<file path="config.mk">
export PLATFORM = sky130hd
export DESIGN_NAME = video_timing
export DESIGN_NICKNAME = d
export VERILOG_FILES = /design/src/design/video_pkg.sv /design/src/design/video_timing.sv
export SDC_FILE = /design/constraint.sdc
export NUM_CORES = 1
export LEC_CHECK = 0
export BUFFER_PORTS_ARGS = -buffer_cell sky130_fd_sc_hd__buf_2
export CAP_MARGIN = 20
export CORE_ASPECT_RATIO = 1.1
export CORE_MARGIN = 5
export CORE_UTILIZATION = 57
export DETAILED_ROUTE_END_ITERATION = 6
export GPL_TIMING_DRIVEN = 0
export PLACE_DENSITY = 0.83
export SETUP_SLACK_MARGIN = 0.05
export SLEW_MARGIN = 10
export SYNTH_ARGS = -nofsm -noshare
export SYNTH_HDL_FRONTEND = slang
export SYNTH_SLANG_ARGS = --single-unit
</file>
<file path="constraint.sdc">
create_clock -name clk -period 3.15 [get_ports clk]
set_input_delay 0.1575 -clock clk [delete_from_list [all_inputs] [get_ports clk]]
set_output_delay 0.1575 -clock clk [all_outputs]
set_load 0.01 [all_outputs]
</file>
<file path="src/design/video_pkg.sv">
package video_pkg;

	// basic value types
	typedef logic [11:0] count_t;
	typedef logic [7:0] pixel_t;

	// --------------------------------------------------
	// 1280x720 raster timing
	// --------------------------------------------------
	localparam count_t H_TOTAL = 12'd1650;
	localparam count_t H_SYNC = 12'd40;
	localparam count_t H_BPORCH = 12'd220;
	localparam count_t H_RES = 12'd1280;
	localparam count_t V_TOTAL = 12'd750;
	localparam count_t V_SYNC = 12'd5;
	localparam count_t V_BPORCH = 12'd20;
	localparam count_t V_RES = 12'd720;

	// cpu i/o ports
	localparam logic [7:0] PORT_PAL_INDEX = 8'h20;
	localparam logic [7:0] PORT_PAL_DATA = 8'h21;
	localparam logic [7:0] PORT_VRAM_ADDR = 8'h22;
	localparam logic [7:0] PORT_VRAM_DATA = 8'h23;

	// widths
	localparam int VRAM_AW = 23;
	// 640 bytes per line
	localparam int LINE_AW = 10;
	localparam int PAL_AW = 8;
	// clocks per vram slot
	localparam int SLOT_LEN = 16;

	typedef logic [VRAM_AW-1:0] vram_addr_t;

	typedef struct packed {
		logic [7:0] r;
		logic [7:0] g;
		logic [7:0] b;
	} rgb_t;

	typedef struct packed {
		logic       iorq_n;
		logic       wr_n;
		logic [7:0] address;
		logic [7:0] wdata;
	} cpu_bus_t;

	typedef struct packed {
		count_t h_count;
		count_t v_count;
		logic   h_window;
		logic   v_window;
		logic   line_end;
	} raster_t;

	typedef struct packed {
		vram_addr_t address;
		logic       wr_n;
		logic       rd_n;
		logic       rfsh_n;
		logic [7:0] wdata;
	} vram_cmd_t;

	typedef struct packed {
		logic   pending;
		pixel_t index;
		rgb_t   color;
	} pal_write_t;

	typedef struct packed {
		logic       pending;
		vram_addr_t address;
		logic [7:0] wdata;
	} vram_write_t;

	// one captured byte on its way to the line buffer
	typedef struct packed {
		logic   valid;
		pixel_t data;
	} fill_t;

endpackage

</file>
<file path="src/design/video_timing.sv">
module video_timing (
	input  logic               clk,
	input  logic               reset_n,
	output video_pkg::raster_t raster,
	output logic               hs,
	output logic               vs,
	output logic               de
);
	import video_pkg::*;

	count_t     h_count;
	count_t     v_count;
	logic       h_window;
	logic       v_window;
	logic       line_end;
	logic       frame_end;
	logic [1:0] de_pipe;

	assign line_end = (h_count == H_TOTAL - 12'd1);
	assign frame_end = (v_count == V_TOTAL - 12'd1);

	// --------------------------------------------------
	// counters
	// --------------------------------------------------
	always_ff @(posedge clk) begin
		if (!reset_n) begin
			h_count <= '0;
			v_count <= '0;
		end else if (line_end) begin
			h_count <= '0;
			// vertical count steps once per line
			v_count <= frame_end ? '0 : v_count + 12'd1;
		end else begin
			h_count <= h_count + 12'd1;
		end
	end

	// --------------------------------------------------
	// windows and syncs
	// --------------------------------------------------
	// h window runs 3 clocks ahead of the first visible pixel
	// line ram, palette ram and colour register sit behind it
	always_ff @(posedge clk) begin
		if (!reset_n) begin
			h_window <= 1'b0;
			v_window <= 1'b0;
			hs <= 1'b0;
			vs <= 1'b0;
		end else begin
			if (h_count == H_SYNC + H_BPORCH - 12'd3)
				h_window <= 1'b1;
			else if (h_count == H_SYNC + H_BPORCH + H_RES - 12'd3)
				h_window <= 1'b0;
			// hsync for counts 0 to H_SYNC-1
			if (line_end)
				hs <= 1'b1;
			else if (h_count == H_SYNC - 12'd1)
				hs <= 1'b0;
			if (line_end) begin
				if (v_count == V_SYNC + V_BPORCH - 12'd1)
					v_window <= 1'b1;
				else if (v_count == V_SYNC + V_BPORCH + V_RES - 12'd1)
					v_window <= 1'b0;
				// vsync for lines 0 to V_SYNC-1
				if (frame_end)
					vs <= 1'b1;
				else if (v_count == V_SYNC - 12'd1)
					vs <= 1'b0;
			end
		end
	end

	// de trails the fetch window by 2 clocks
	always_ff @(posedge clk) begin
		if (!reset_n)
			de_pipe <= '0;
		else
			de_pipe <= {de_pipe[0], h_window & v_window};
	end

	assign de = de_pipe[1];

	assign raster = '{
		h_count:  h_count,
		v_count:  v_count,
		h_window: h_window,
		v_window: v_window,
		line_end: line_end
	};

endmodule

</file>
# [Yosys cells after proc, flatten, opt, wreduce, memory -nomap -nowiden]
# Index checks and enable logic that the tools add are counted.
[totals] ff_bits=30 elab_cells=35
[classes] add_sub_neg=2 n_eq_ne=8 muxes=9 n_bitwise=2 n_reduce_logical=7
[op_table] op="adder 12 x 1 -> 12 bit, second input constant" count=2
[op_table] op="equality test 12 x 10 -> 1 bit, second input constant" count=2
[op_table] op="equality test 12 x 11 -> 1 bit, second input constant" count=2
[op_table] op="equality test 12 x 3 -> 1 bit, second input constant" count=1
[op_table] op="equality test 12 x 5 -> 1 bit, second input constant" count=1
[op_table] op="equality test 12 x 6 -> 1 bit, second input constant" count=1
[op_table] op="equality test 12 x 9 -> 1 bit, second input constant" count=1
[op_table] op="2-to-1 mux 12 bit" count=1
[op_table] op="2-to-1 mux 1 bit" count=8
[op_table] op="nonzero test 2 bit" count=4
[op_table] op="AND reduction 2 bit" count=2
[op_table] op="OR reduction 2 bit" count=1
[op_table] op="bitwise AND 1 bit" count=1
[op_table] op="inverter 1 bit" count=1

# [Logic depth before layout (Yosys ltp)]
[depth] ltp_word=3 mapped_depth=8 ltp_nobuf=6

# [Worst setup path before layout]
# OpenSTA, ideal clock, no wires.
[synth_timing] path_type="reg-to-reg" start="reg h_count[0]" end="reg v_count[9]" setup_ps=86 t_arrival_ps=2110 t_required_ps=3064 path_slack_ps=955 path_stages_with_launch=7 path_buffers=1 cell_sequence="dfxtp_1 -> ha_1 -> or4b_4 -> or3_1 -> buf_6 -> or3_1 -> a211oi_1"
[synth_between] elab_chain_len=1
[synth_lines] item="from (decl)" line="video_timing.sv:11" source="count_t h_count;"
[synth_lines] item="from (signal assigned)" line="video_timing.sv:34" source="h_count <= h_count + 12'd1;"
[synth_lines] item="equality test 12 x 11 -> 1 bit" line="video_timing.sv:19" source="assign line_end = (h_count == H_TOTAL - 12'd1);"
[synth_lines] item="to (signal assigned)" line="video_timing.sv:32" source="v_count <= frame_end ? '0 : v_count + 12'd1;"
[synth_lines] item="to (decl)" line="video_timing.sv:12" source="count_t v_count;"
# Every way passes these cells.
# A chain may end at the register's enable or synchronous reset.

# [Final worst setup path]
[layout_timing] start="reg h_count[0]" end="reg v_count[10]"
# The elaborated chain is that of the path after synthesis.

==> results.md <==
* Status: finished, final reports clean
* Mean post-synth cell area at 8.08 µm²
* Clock Latency Late Sink at 0.34 ns
* Worst path slowest cell: or4b_4
* CTS Buf Count at 5
* Layout cell share with drive strength beyond 1 at 20.2%
* Drt wl/cell at 14.1 µm
* GR Overflow Total at 0
* Reg-to-reg slack, setup at 0.85 ns
* Wirelength, routed at 3.66 mm
* Setup Crit Path Kind: register to register
* Die footprint at 0.00383 mm²
* Setup TNS at 0 ns
* Number of global-route vias before repair at 1386
* H-tree depth at 2
* Slew Limit Fails at 0
* CP Max Fanout at 10
* Placed Instance Area at 0.00172 mm²
* CTS tree: done
* Drt pass-1 iters at 4
* Post_cts resized at 0
* Asr flop ratio synth at 0%
* Num ports at 32
* Setup-failing EPs final at 0
* Commonest cells after routing, fill and taps aside: dfxtp_1 (30), buf_2 (30), nand2_1 (20), nor2_1 (17)
* Routed via count at 1526
* Post-synth EDFFs at 0
* Post-route ant nets at 0
* Initial Util at 60.4%
* LEAKAGE at 0.000711 µW
* Core Area at 0.00254 mm²
* First-pass GRT wire length at 6.06 mm
* Initial drt markers at 81
* Layout area overhead at 16.5%
* Worst Skew at 0.0100 ns
* Design Area, Final at 0.00179 mm²
* Ys Warns at 0
* Yosys reg bits at 30
* Relative slew slack at 67.4%
* Post-synth top flop: dfxtp_1
* CP startpoint kind: register
* Die Width at 59.5 µm
* R2R cell count at 7
* # DRC at 0
* Antenna violations before repair at 0
* Hold_sp: reset_n
* CTS root buf: clkbuf_4
* PD cells at 367 mW/mm²
* Max Freq at 435 MHz
* Critical Path RT at 3.37 ns
* Ant diodes at 0
* R2r endpoint: v_count[10]
* Row count at 19
* Core Util, Final at 70.3%
* Max VDD drop at 368 µV
* Sequential fraction of the synthesis area at 39.1%
* Hold Buf Count CTS at 0
* Hold path depth at 3
* Largest net degree at the start of global routing at 11
* GP Congestion at 0.915
* Post-route minimum period at 2.30 ns
* Final Cycle Share at 72.9%
* Max clock buf depth at 2
* Vias per inst at 5.89
* CP arrival at 2.52 ns
* Critical Path, Cell by Cell: ha_1 -> or4b_4 -> or3_1 -> buf_6 -> clkbuf_1 -> a21oi_1 -> o22ai_1
* Post-DP HPWL at 2.68 mm
* Port buffer count at 30
* Hold crit path type: input pin to register
* Unrepaired setup endpoints after global routing: no
* Crit-path max cell delay at 0.48 ns
* Syn Inst Count at 190
* Post-synth cell types at 36
* Post-CTS Setup Bufs at 0
* Critical Path End Type: register
* Worst-margin pin slew at 0.489 ns
* Syn nets at 197
* Reg2reg start: h_count[0]
* # nets final at 234
* Die Y at 64.4 µm
* Synthesized area at 0.00154 mm²
* Clk sinks at 30
* Max cap viols at 0
* Clock transition at the registers of the reported paths at 0.10 ns
* Total Routing Usage GR at 20.5%
* Worst hold endpoint: v_window
* Hold Violations, Final at 0
==> per-stage QoR <==
stage / setup slack (ns) / power (µW) / cells / hold WS (ns)
after global routing: 0.661 / 688 / 259 / 0.212
after global placement: 0.888 / 420 / 251 / 0.425
after floorplan: 0.955 / 412 / 190 / 0.412
after detailed placement: 0.848 / 421 / 251 / 0.453
final: 0.853 / 656 / 259 / 0.231
after CTS: 0.829 / 664 / 259 / 0.204
==> metal layers <==
layer	routed length, µm	GRT usage (%)
met1	1650	27.1
met2	1640	29.5
met3	299	6.75
met4	65	10.2
met5	0	0
==> final cells by class <==
| type | instances | area (µm²) |
|---|---|---|
| inverter | 9 | 33.8 |
| tap | 31 | 38.8 |
| sequential | 30 | 601 |
| clock inverter | 2 | 12.5 |
| clock buffer | 6 | 51.3 |
| timing repair buffer | 30 | 150 |
| buffer | 14 | 71.3 |
| multi-input combinational | 137 | 830 |
| fill | 207 | 756 |
==> synthesized netlist by cell type (5+ instances only) <==
cell type / n / area share (%)
a21oi_1: 11 / 3.6
and3_1: 5 / 2.0
clkbuf_1: 10 / 2.4
dfxtp_1: 30 / 39
ha_1: 5 / 4.1
inv_1: 9 / 2.2
nand2_1: 20 / 4.9
nand3_1: 11 / 3.6
nand4_1: 7 / 2.9
nor2_1: 17 / 4.2
nor3_1: 5 / 1.6
o22ai_1: 8 / 3.3
or3_1: 10 / 4.1
xnor2_1: 5 / 2.9
xor2_1: 5 / 2.9
==> logic make-up after synthesis <==
group / Yosys count / share of synthesized area (%)
flip-flops: 30 / 39.1
buffers and inverters: 23 / 6.85
AND/OR/NAND/NOR: 92 / 32.3
XOR/XNOR: 10 / 5.70
adder cells (fa/ha/maj): 5 / 4.07
AO/OA/AOI/OAI: 30 / 12.0
==> power breakdown <==
part           switching (µW)  internal, µW  total, µW
sequential               4.29           382        387
clock                     136           107        244
combinational            16.6          8.91       25.5
==> sequential cells by signal, indices dropped and copies added, names as in the netlist <==
register  cells
h_count      12
hs            1
de_pipe       2
v_window      1
h_window      1
v_count      12
vs            1
==> how the worst max path moves through the flow <==
stage	slack, ns	end	cells past startpoint	startpoint
floorplan	0.95	v_count[9]	6	h_count[0]
finish	0.85	v_count[10]	7	h_count[0]
global route	0.66	h_count[11]	7	h_count[0]
CTS	0.83	h_count[10]	7	h_count[0]
global placement	0.89	h_count[11]	7	h_count[0]
detailed placement	0.85	h_count[10]	7	h_count[0]
==> worst max-delay path: cells and delay by family (launching register included) <==
family	cells	cell delay [ns]
simple gates	2	0.88
flops	1	0.42
buf+inv	2	0.38
compound gates	2	0.33
fa+ha+maj	1	0.16
(Power assumes the default switching activity.)
