## src/design/video_pkg.sv

```systemverilog
package video_pkg;

	// basic value types
	typedef logic [11:0] count_t;
	typedef logic [7:0] pixel_t;

	// --------------------------------------------------
	// 1280x720 raster timing
	// --------------------------------------------------
	localparam count_t H_TOTAL = 12'd1650;
	localparam count_t H_SYNC = 12'd40;
	localparam count_t H_BPORCH = 12'd220;
	localparam count_t H_RES = 12'd1280;
	localparam count_t V_TOTAL = 12'd750;
	localparam count_t V_SYNC = 12'd5;
	localparam count_t V_BPORCH = 12'd20;
	localparam count_t V_RES = 12'd720;

	// cpu i/o ports
	localparam logic [7:0] PORT_PAL_INDEX = 8'h20;
	localparam logic [7:0] PORT_PAL_DATA = 8'h21;
	localparam logic [7:0] PORT_VRAM_ADDR = 8'h22;
	localparam logic [7:0] PORT_VRAM_DATA = 8'h23;

	// widths
	localparam int VRAM_AW = 23;
	// 640 bytes per line
	localparam int LINE_AW = 10;
	localparam int PAL_AW = 8;
	// clocks per vram slot
	localparam int SLOT_LEN = 16;

	typedef logic [VRAM_AW-1:0] vram_addr_t;

	typedef struct packed {
		logic [7:0] r;
		logic [7:0] g;
		logic [7:0] b;
	} rgb_t;

	typedef struct packed {
		logic       iorq_n;
		logic       wr_n;
		logic [7:0] address;
		logic [7:0] wdata;
	} cpu_bus_t;

	typedef struct packed {
		count_t h_count;
		count_t v_count;
		logic   h_window;
		logic   v_window;
		logic   line_end;
	} raster_t;

	typedef struct packed {
		vram_addr_t address;
		logic       wr_n;
		logic       rd_n;
		logic       rfsh_n;
		logic [7:0] wdata;
	} vram_cmd_t;

	typedef struct packed {
		logic   pending;
		pixel_t index;
		rgb_t   color;
	} pal_write_t;

	typedef struct packed {
		logic       pending;
		vram_addr_t address;
		logic [7:0] wdata;
	} vram_write_t;

	// one captured byte on its way to the line buffer
	typedef struct packed {
		logic   valid;
		pixel_t data;
	} fill_t;

endpackage

```

## src/design/io_registers.sv

```systemverilog
module io_registers (
	input  logic                   clk,
	input  logic                   reset_n,
	input  video_pkg::cpu_bus_t    cpu,
	input  logic                   pal_done,
	input  logic                   vram_done,
	output video_pkg::pal_write_t  pal_write,
	output video_pkg::vram_write_t vram_write
);
	import video_pkg::*;

	logic       iorq_n_d;
	logic       wr_n_d;
	logic       wr_strobe;
	logic       sel_pal_index;
	logic       sel_pal_data;
	logic       sel_vram_addr;
	logic       sel_vram_data;
	pixel_t     pal_index;
	logic [1:0] pal_element;
	logic [7:0] stage_r;
	logic [7:0] stage_g;
	logic       pal_pending;
	pixel_t     req_index;
	rgb_t       req_color;
	logic [1:0] addr_phase;
	vram_addr_t vram_address;
	logic       data_pending;
	logic [7:0] data_wdata;

	// --------------------------------------------------
	// write strobe
	// --------------------------------------------------
	always_ff @(posedge clk) begin
		if (!reset_n) begin
			iorq_n_d <= 1'b1;
			wr_n_d <= 1'b1;
		end else begin
			iorq_n_d <= cpu.iorq_n;
			wr_n_d <= cpu.wr_n;
		end
	end

	// rising wr_n with iorq_n low the clock before
	assign wr_strobe = !iorq_n_d && !wr_n_d && cpu.wr_n;
	assign sel_pal_index = wr_strobe && (cpu.address == PORT_PAL_INDEX);
	assign sel_pal_data = wr_strobe && (cpu.address == PORT_PAL_DATA);
	assign sel_vram_addr = wr_strobe && (cpu.address == PORT_VRAM_ADDR);
	assign sel_vram_data = wr_strobe && (cpu.address == PORT_VRAM_DATA);

	// --------------------------------------------------
	// palette port
	// --------------------------------------------------
	always_ff @(posedge clk) begin
		if (!reset_n) begin
			pal_index <= '0;
			pal_element <= 2'd0;
		end else if (sel_pal_index) begin
			pal_index <= cpu.wdata;
			pal_element <= 2'd0;
		end else if (sel_pal_data) begin
			// blue closes the entry, move on to the next index
			if (pal_element == 2'd2) begin
				pal_index <= pal_index + 8'd1;
				pal_element <= 2'd0;
			end else begin
				pal_element <= pal_element + 2'd1;
			end
		end
	end

	// r and g wait here until blue arrives
	always_ff @(posedge clk) begin
		if (sel_pal_data) begin
			case (pal_element)
				2'd0: stage_r <= cpu.wdata;
				2'd1: stage_g <= cpu.wdata;
				default: begin
					req_index <= pal_index;
					req_color <= '{r: stage_r, g: stage_g, b: cpu.wdata};
				end
			endcase
		end
	end

	// a new entry overrides the done pulse
	always_ff @(posedge clk) begin
		if (!reset_n)
			pal_pending <= 1'b0;
		else if (sel_pal_data && pal_element == 2'd2)
			pal_pending <= 1'b1;
		else if (pal_done)
			pal_pending <= 1'b0;
	end

	assign pal_write = '{pending: pal_pending, index: req_index, color: req_color};

	// --------------------------------------------------
	// vram port
	// --------------------------------------------------
	always_ff @(posedge clk) begin
		if (!reset_n) begin
			vram_address <= '0;
			addr_phase <= 2'd0;
		end else if (vram_done) begin
			// post increment after each issued write
			vram_address <= vram_address + vram_addr_t'(1);
		end else if (sel_vram_addr) begin
			// low, middle, then high byte
			case (addr_phase)
				2'd0: vram_address[7:0] <= cpu.wdata;
				2'd1: vram_address[15:8] <= cpu.wdata;
				default: vram_address[VRAM_AW-1:16] <= cpu.wdata[VRAM_AW-17:0];
			endcase
			addr_phase <= (addr_phase == 2'd2) ? 2'd0 : addr_phase + 2'd1;
		end
	end

	always_ff @(posedge clk) begin
		if (sel_vram_data)
			data_wdata <= cpu.wdata;
	end

	always_ff @(posedge clk) begin
		if (!reset_n)
			data_pending <= 1'b0;
		else if (sel_vram_data)
			data_pending <= 1'b1;
		else if (vram_done)
			data_pending <= 1'b0;
	end

	assign vram_write = '{pending: data_pending, address: vram_address, wdata: data_wdata};

endmodule

```

## config.mk

```make
export PLATFORM = sky130hd
export DESIGN_NAME = io_registers
export DESIGN_NICKNAME = d
export VERILOG_FILES = /design/src/design/video_pkg.sv /design/src/design/io_registers.sv
export SDC_FILE = /design/constraint.sdc
export NUM_CORES = 1
export LEC_CHECK = 0
export ABC_AREA = 1
export BUFFER_PORTS_ARGS = -buffer_cell sky130_fd_sc_hd__buf_2
export CAP_MARGIN = 20
export CORE_UTILIZATION = 52
export DETAILED_ROUTE_END_ITERATION = 10
export PLACE_DENSITY = 0.76
export SETUP_SLACK_MARGIN = 0.2
export SLEW_MARGIN = 40
export SYNTH_ARGS = -nofsm -noshare
export SYNTH_HDL_FRONTEND = slang
export SYNTH_SLANG_ARGS = --single-unit
```

## constraint.sdc

```tcl
create_clock -name clk -period 2.54 [get_ports clk]
set_input_delay 0.254 -clock clk [delete_from_list [all_inputs] [get_ports clk]]
set_output_delay 0.254 -clock clk [all_outputs]
set_load 0.005 [all_outputs]
```

* Word level (Yosys, flattened, before mapping) *
Index checks and enable logic that the tools add are counted.

word-level totals
  register bits = 95
  logic and storage cells = 76

cells by class
  add/subtract/negate cells = 4
  bitwise logic cells = 3
  reduce and logical (&&, ||, !) cells = 29
  mux-type cells = 14
  equal/unequal tests = 9

operators by type and width
  cell                                                   count
  2-to-1 mux 23 bit                                      2
  2-to-1 mux 8 bit                                       5
  == test 8 x 6 -> 1 bit, second input constant          4
  adder 23 x 1 -> 23 bit, second input constant          1
  AND reduction 2 bit                                    8
  nonzero test 2 bit                                     7
  adder 8 x 1 -> 8 bit, second input constant            1
  logical AND 1 bit                                      7
  2-to-1 mux 7 bit                                       1
  OR reduction 2 bit                                     3
  adder 2 x 1 -> 2 bit, second input constant            2
  == test 2 x 1 -> 1 bit, second input constant          2
  == test 2 bit, second input constant                   2
  zero test 2 bit                                        2
  2-to-1 mux 1 bit                                       4
  2-to-1 mux 2 bit                                       2
  inverter 1 bit                                         3
  zero test 1 bit                                        2
  inequality test 2 x 1 -> 1 bit, second input constant  1

* Depth between registers and ports, before layout *
  depth in word-level cells = 6
  depth in mapped cells = 11
  gate-level depth less buffers = 11

* Worst setup path after synthesis *
OpenSTA, ideal clock, no wires.

  kind = input-to-reg
  start point = input cpu[10] (netlist bit)
  end point = register stage_r[0], enable pin
  buffers on the path = 0
  stages = 5
  slack = 0.684 ns
  data arrival time = 1.461 ns
  path through = inv_1 -> nand2_1 -> nor3_2 -> inv_1 -> nor4_1

between the ends
  longest elaborated chain between the ends = 3

RTL lines
  item                                  line                source
  from (decl)                           io_registers.sv:4   input video_pkg::cpu_bus_t cpu,
  == test 8 x 6 -> 1 bit                io_registers.sv:47  assign sel_pal_data = wr_strobe && (cpu.address == PORT_PAL_DATA);
  logical AND 1 bit                     io_registers.sv:47
  AND reduction 2 bit (no source line)  n/a
  to (signal assigned)                  io_registers.sv:76  2'd0: stage_r <= cpu.wdata;
  to (decl)                             io_registers.sv:21  logic [7:0] stage_r;

Every way passes these cells.
A chain may end at the register's enable or synchronous reset.

* Worst setup path after layout *
  start point = register iorq_n_d
  end point = register stage_g[0], enable pin

between the ends
  longest elaborated chain between the ends = 5

RTL lines
  item                                  line                source
  from (decl)                           io_registers.sv:12  logic iorq_n_d;
  from (signal assigned)                io_registers.sv:39  iorq_n_d <= cpu.iorq_n;
  zero test 1 bit                       io_registers.sv:45  assign wr_strobe = !iorq_n_d && !wr_n_d && cpu.wr_n;
  logical AND 1 bit (2 in series)       io_registers.sv:45
  logical AND 1 bit                     io_registers.sv:47
  AND reduction 2 bit (no source line)  n/a
  to (signal assigned)                  io_registers.sv:77  2'd1: stage_g <= cpu.wdata;
  to (decl)                             io_registers.sv:22  logic [7:0] stage_g;

Every way passes these cells.

==> impl_metrics.env <==
export IMPL_p_sw_share_pct=24.7
export IMPL_start_util_pct=53.6
export IMPL_ir_drop_v=0.000294
export IMPL_antenna_cells=0
export IMPL_busiest_layer="met2"
export IMPL_power_density_nw_per_um2=558
export IMPL_syn_nets=531
export IMPL_dp_hpwl_um=7120
export IMPL_dp_cells=693
export IMPL_layout_nets=623
export IMPL_setup_tns_ns=0
export IMPL_critPathLaunch="iorq_n_d$_SDFF_PN1_"
export IMPL_io_buffers=86
export IMPL_clock_fmax_mhz=556
export IMPL_crit_type="reg2reg"
export IMPL_power_mw=2.89
export IMPL_cts_resized=0
export IMPL_rsz0062_at_grt="no"
export IMPL_ant_nets=0
export IMPL_cts_root_buffer="clkbuf_8"
export IMPL_r2r_start="iorq_n_d$_SDFF_PN1_"
export IMPL_slew_headroom_pct=50.5
export IMPL_finalMaxSlewViolations=0
export IMPL_path_depth=5
export IMPL_cap_violations=0
export IMPL_dieWidth_um=94.1
export IMPL_remaining_drc_errors=0
export IMPL_setup_viol=0
export IMPL_critPathArrivalTime_ns=1.80
export IMPL_worst_path_buf_inv=0
export IMPL_drt_vias_per_instance=5.30
export IMPL_path_cells="nor3_1 > nand2_1 > nor2_1 > nand2_1 > nor2_1"
export IMPL_reg2reg_depth=5
export IMPL_grt_util_met2_pct=39.4
export IMPL_cp_endpoint="stage_g[0]$_DFFE_PP_"
export IMPL_io_pins=87
export IMPL_syn_avg_cell_area_sq_um=8.69
export IMPL_wire_per_inst_um=14.0
export IMPL_synth_yosys_warnings=0
export IMPL_async_flop_share_pct=0
export IMPL_ys_ff_latch=95
export IMPL_drt_iter0_drc=306
export IMPL_yosysUniqueCellTypes=34
export IMPL_fin_crit_ns=1.80
export IMPL_hold_path_class="in2reg"
export IMPL_p_seq_share_pct=57.6
export IMPL_vias=3757
export IMPL_cpPeakStageDelay_ns=0.48
export IMPL_grt_usage_pct=23.7
export IMPL_grt_ovfl_total=0
export IMPL_cts_tree="built"
export IMPL_power_leakage_nw=2.24
export IMPL_clk_latency_ns=0.36
export IMPL_tightest_slew_ns=0.742
export IMPL_die_area_sq_um=8850
export IMPL_cts_buffer_depth=2
export IMPL_core_area_sq_um=8220
export IMPL_critPathMaxFanout=8
export IMPL_path_clk_slew_ns=0.10
export IMPL_hold_viol=0
export IMPL_synthToLayoutAreaGrowth_pct=17.4
export IMPL_drive_above_1_share_pct=24.3
export IMPL_clock_sinks=95
export IMPL_combinationalPowerShare_pct=5.7
export IMPL_die_h_um=94.1
export IMPL_fin_skew_ns=0.0100
export IMPL_synth_edf_count=56
export IMPL_switchingPower_mw=0.714
export IMPL_synth_area_sq_um=4410
export IMPL_outcome="complete, no violations"
export IMPL_grt_pass1_wl_um=15800
export IMPL_gp_congestion=0.873
export IMPL_synth_main_ff_cell="edfxtp_1"
export IMPL_start_kind="flop"
export IMPL_grt_pass1_vias=3316
export IMPL_grt_max_degree=26
export IMPL_timing_rr_end="stage_g[0]$_DFFE_PP_"
export IMPL_ctsHoldBuffers=0
export IMPL_grt_antenna_before_repair=0
export IMPL_fillCellCount=686
export IMPL_htreeDepth=3
export IMPL_cts_setup_buffers=0
export IMPL_first_pass_iters=5
export IMPL_drt_wl_total_um=9900
export IMPL_synthCells=507
export IMPL_cts_buffers=9
export IMPL_grtUsageMet1_pct=30.6
export IMPL_fin_cells=709
export IMPL_ys_seq_area_share_pct=55.9
export IMPL_r2r_slack_ns=0.74
export IMPL_finalCritPeriodShare_pct=70.8
export IMPL_endpoint_kind="flop"
export IMPL_clock_power_share_pct=36.7
export IMPL_rows=33
export IMPL_intPower_mw=2.17
export IMPL_cpLargestDelayFamily="simple AND/OR/NAND/NOR gates"
export IMPL_cp_slowest_cell="nor2_1"
export IMPL_critPathRequiredTime_ns=2.54
export IMPL_use_met3_pct=4.21
==> how the worst min path moves through the flow <==
stage	start	endpoint	slack (ns)	cells after the start
after global routing	cpu[17]	iorq_n_d$_SDFF_PN1_	0.09	2
after detailed placement	stage_r[4]$_DFFE_PP_	pal_write[20]$_DFFE_PP_	0.40	0
after CTS	cpu[17]	iorq_n_d$_SDFF_PN1_	0.08	2
final	cpu[17]	iorq_n_d$_SDFF_PN1_	0.09	2
after floorplan	cpu[0]	data_wdata[0]$_DFFE_PP_	0.35	0
after global placement	stage_r[7]$_DFFE_PP_	pal_write[23]$_DFFE_PP_	0.40	0
==> registers in the layout, indices dropped and copies added (netlist names) <==
signal	flops
iorq_n_d	1
req_index	8
pal_element	2
data_wdata	8
pal_write	24
stage_g	8
pal_pending	1
pal_index	8
addr_phase	2
data_pending	1
vram_address	23
wr_n_d	1
stage_r	8
==> layer usage <==
metal / vias to the layer above / wire (um)
met2: 141 / 4810
met3: 18 / 608
met1: 1756 / 4310
met5: - / 0
li1: 1842 / -
met4: 0 / 165
==> per-stage QoR <==
stage                     util (%)  hold slack [ns]  setup WS, ns  cell area (sq um)
after floorplan                  -            0.353         0.684               4410
after global placement        60.4            0.401         0.730               4960
after detailed placement      60.4            0.405         0.626               4960
after CTS                     63.0           0.0822         0.748               5170
after global routing          63.0           0.0858         0.551               5170
final                         63.0           0.0864         0.741               5170
==> area by class of cell <==
| cell class | count | area, sq um | area share [%] |
|---|---|---|---|
| Clock inverter | 7 | 88.8 | 1.72 |
| Sequential cell | 95 | 2460 | 47.6 |
| Tap cell | 105 | 131 | 2.54 |
| Clock buffer | 9 | 124 | 2.39 |
| Inverter | 67 | 251 | 4.86 |
| Multi-Input combinational cell | 335 | 1650 | 31.9 |
| Timing Repair Buffer | 91 | 468 | 9.04 |
==> power groups by stage <==
stage / Clock, mW / Combinational [mW] / Sequential (mW)
3_3_place_gp: 0 / 0.159 / 1.70
6_report: 1.06 / 0.163 / 1.66
2_1_floorplan: 0 / 0.0872 / 1.70
5_1_grt: 1.13 / 0.182 / 1.67
4_1_cts: 1.07 / 0.163 / 1.66
3_5_place_dp: 0 / 0.162 / 1.70
==> cells in the final DEF (no fill, tap or decap), types with 3 or more instances in the layout <==
| master | n |
|---|---|
| o21ai_1 | 6 |
| nor2_2 | 6 |
| buf_2 | 86 |
| nor2_1 | 50 |
| inv_1 | 58 |
| inv_2 | 9 |
| a21oi_1 | 28 |
| inv_8 | 3 |
| nand4_1 | 9 |
| o21ai_0 | 30 |
| edfxtp_1 | 56 |
| nand2_1 | 127 |
| buf_4 | 5 |
| xor2_1 | 6 |
| nand3_1 | 41 |
| dfxtp_1 | 39 |
| nor2_4 | 5 |
| nand2_2 | 6 |
| clkbuf_8 | 9 |
==> logic make-up (layout without fill, tap and decap cells) <==
logic type                 count (synthesis)  count (layout)  synth area share (%)
buffers and inverters                     77             174                  6.84
xor gates and xnor gates                   7               7                  1.39
adders and majority gates                  2               2                 0.568
and+or+nand+nor                          256             256                  26.7
AOI/OAI and AO/OA                         70              70                  8.60
DFF                                       95              95                  55.9
==> cell usage after synthesis (all sizes together), types with 2 or more instances <==
| master | n | area share (%) |
|---|---|---|
| nand2 | 135 | 12 |
| a21oi | 30 | 3.6 |
| edfxtp | 56 | 38 |
| nor3 | 3 | 0.45 |
| nand3 | 43 | 5.3 |
| ha | 2 | 0.57 |
| o21ai | 37 | 4.5 |
| o21bai | 2 | 0.43 |
| clkbuf | 4 | 0.34 |
| or2 | 2 | 0.28 |
| nand4 | 9 | 1.3 |
| dfxtp | 39 | 18 |
| inv | 67 | 5.7 |
| nor2 | 62 | 6.8 |
| xor2 | 6 | 1.2 |
| buf | 6 | 0.79 |
(Power assumes the default switching activity.)
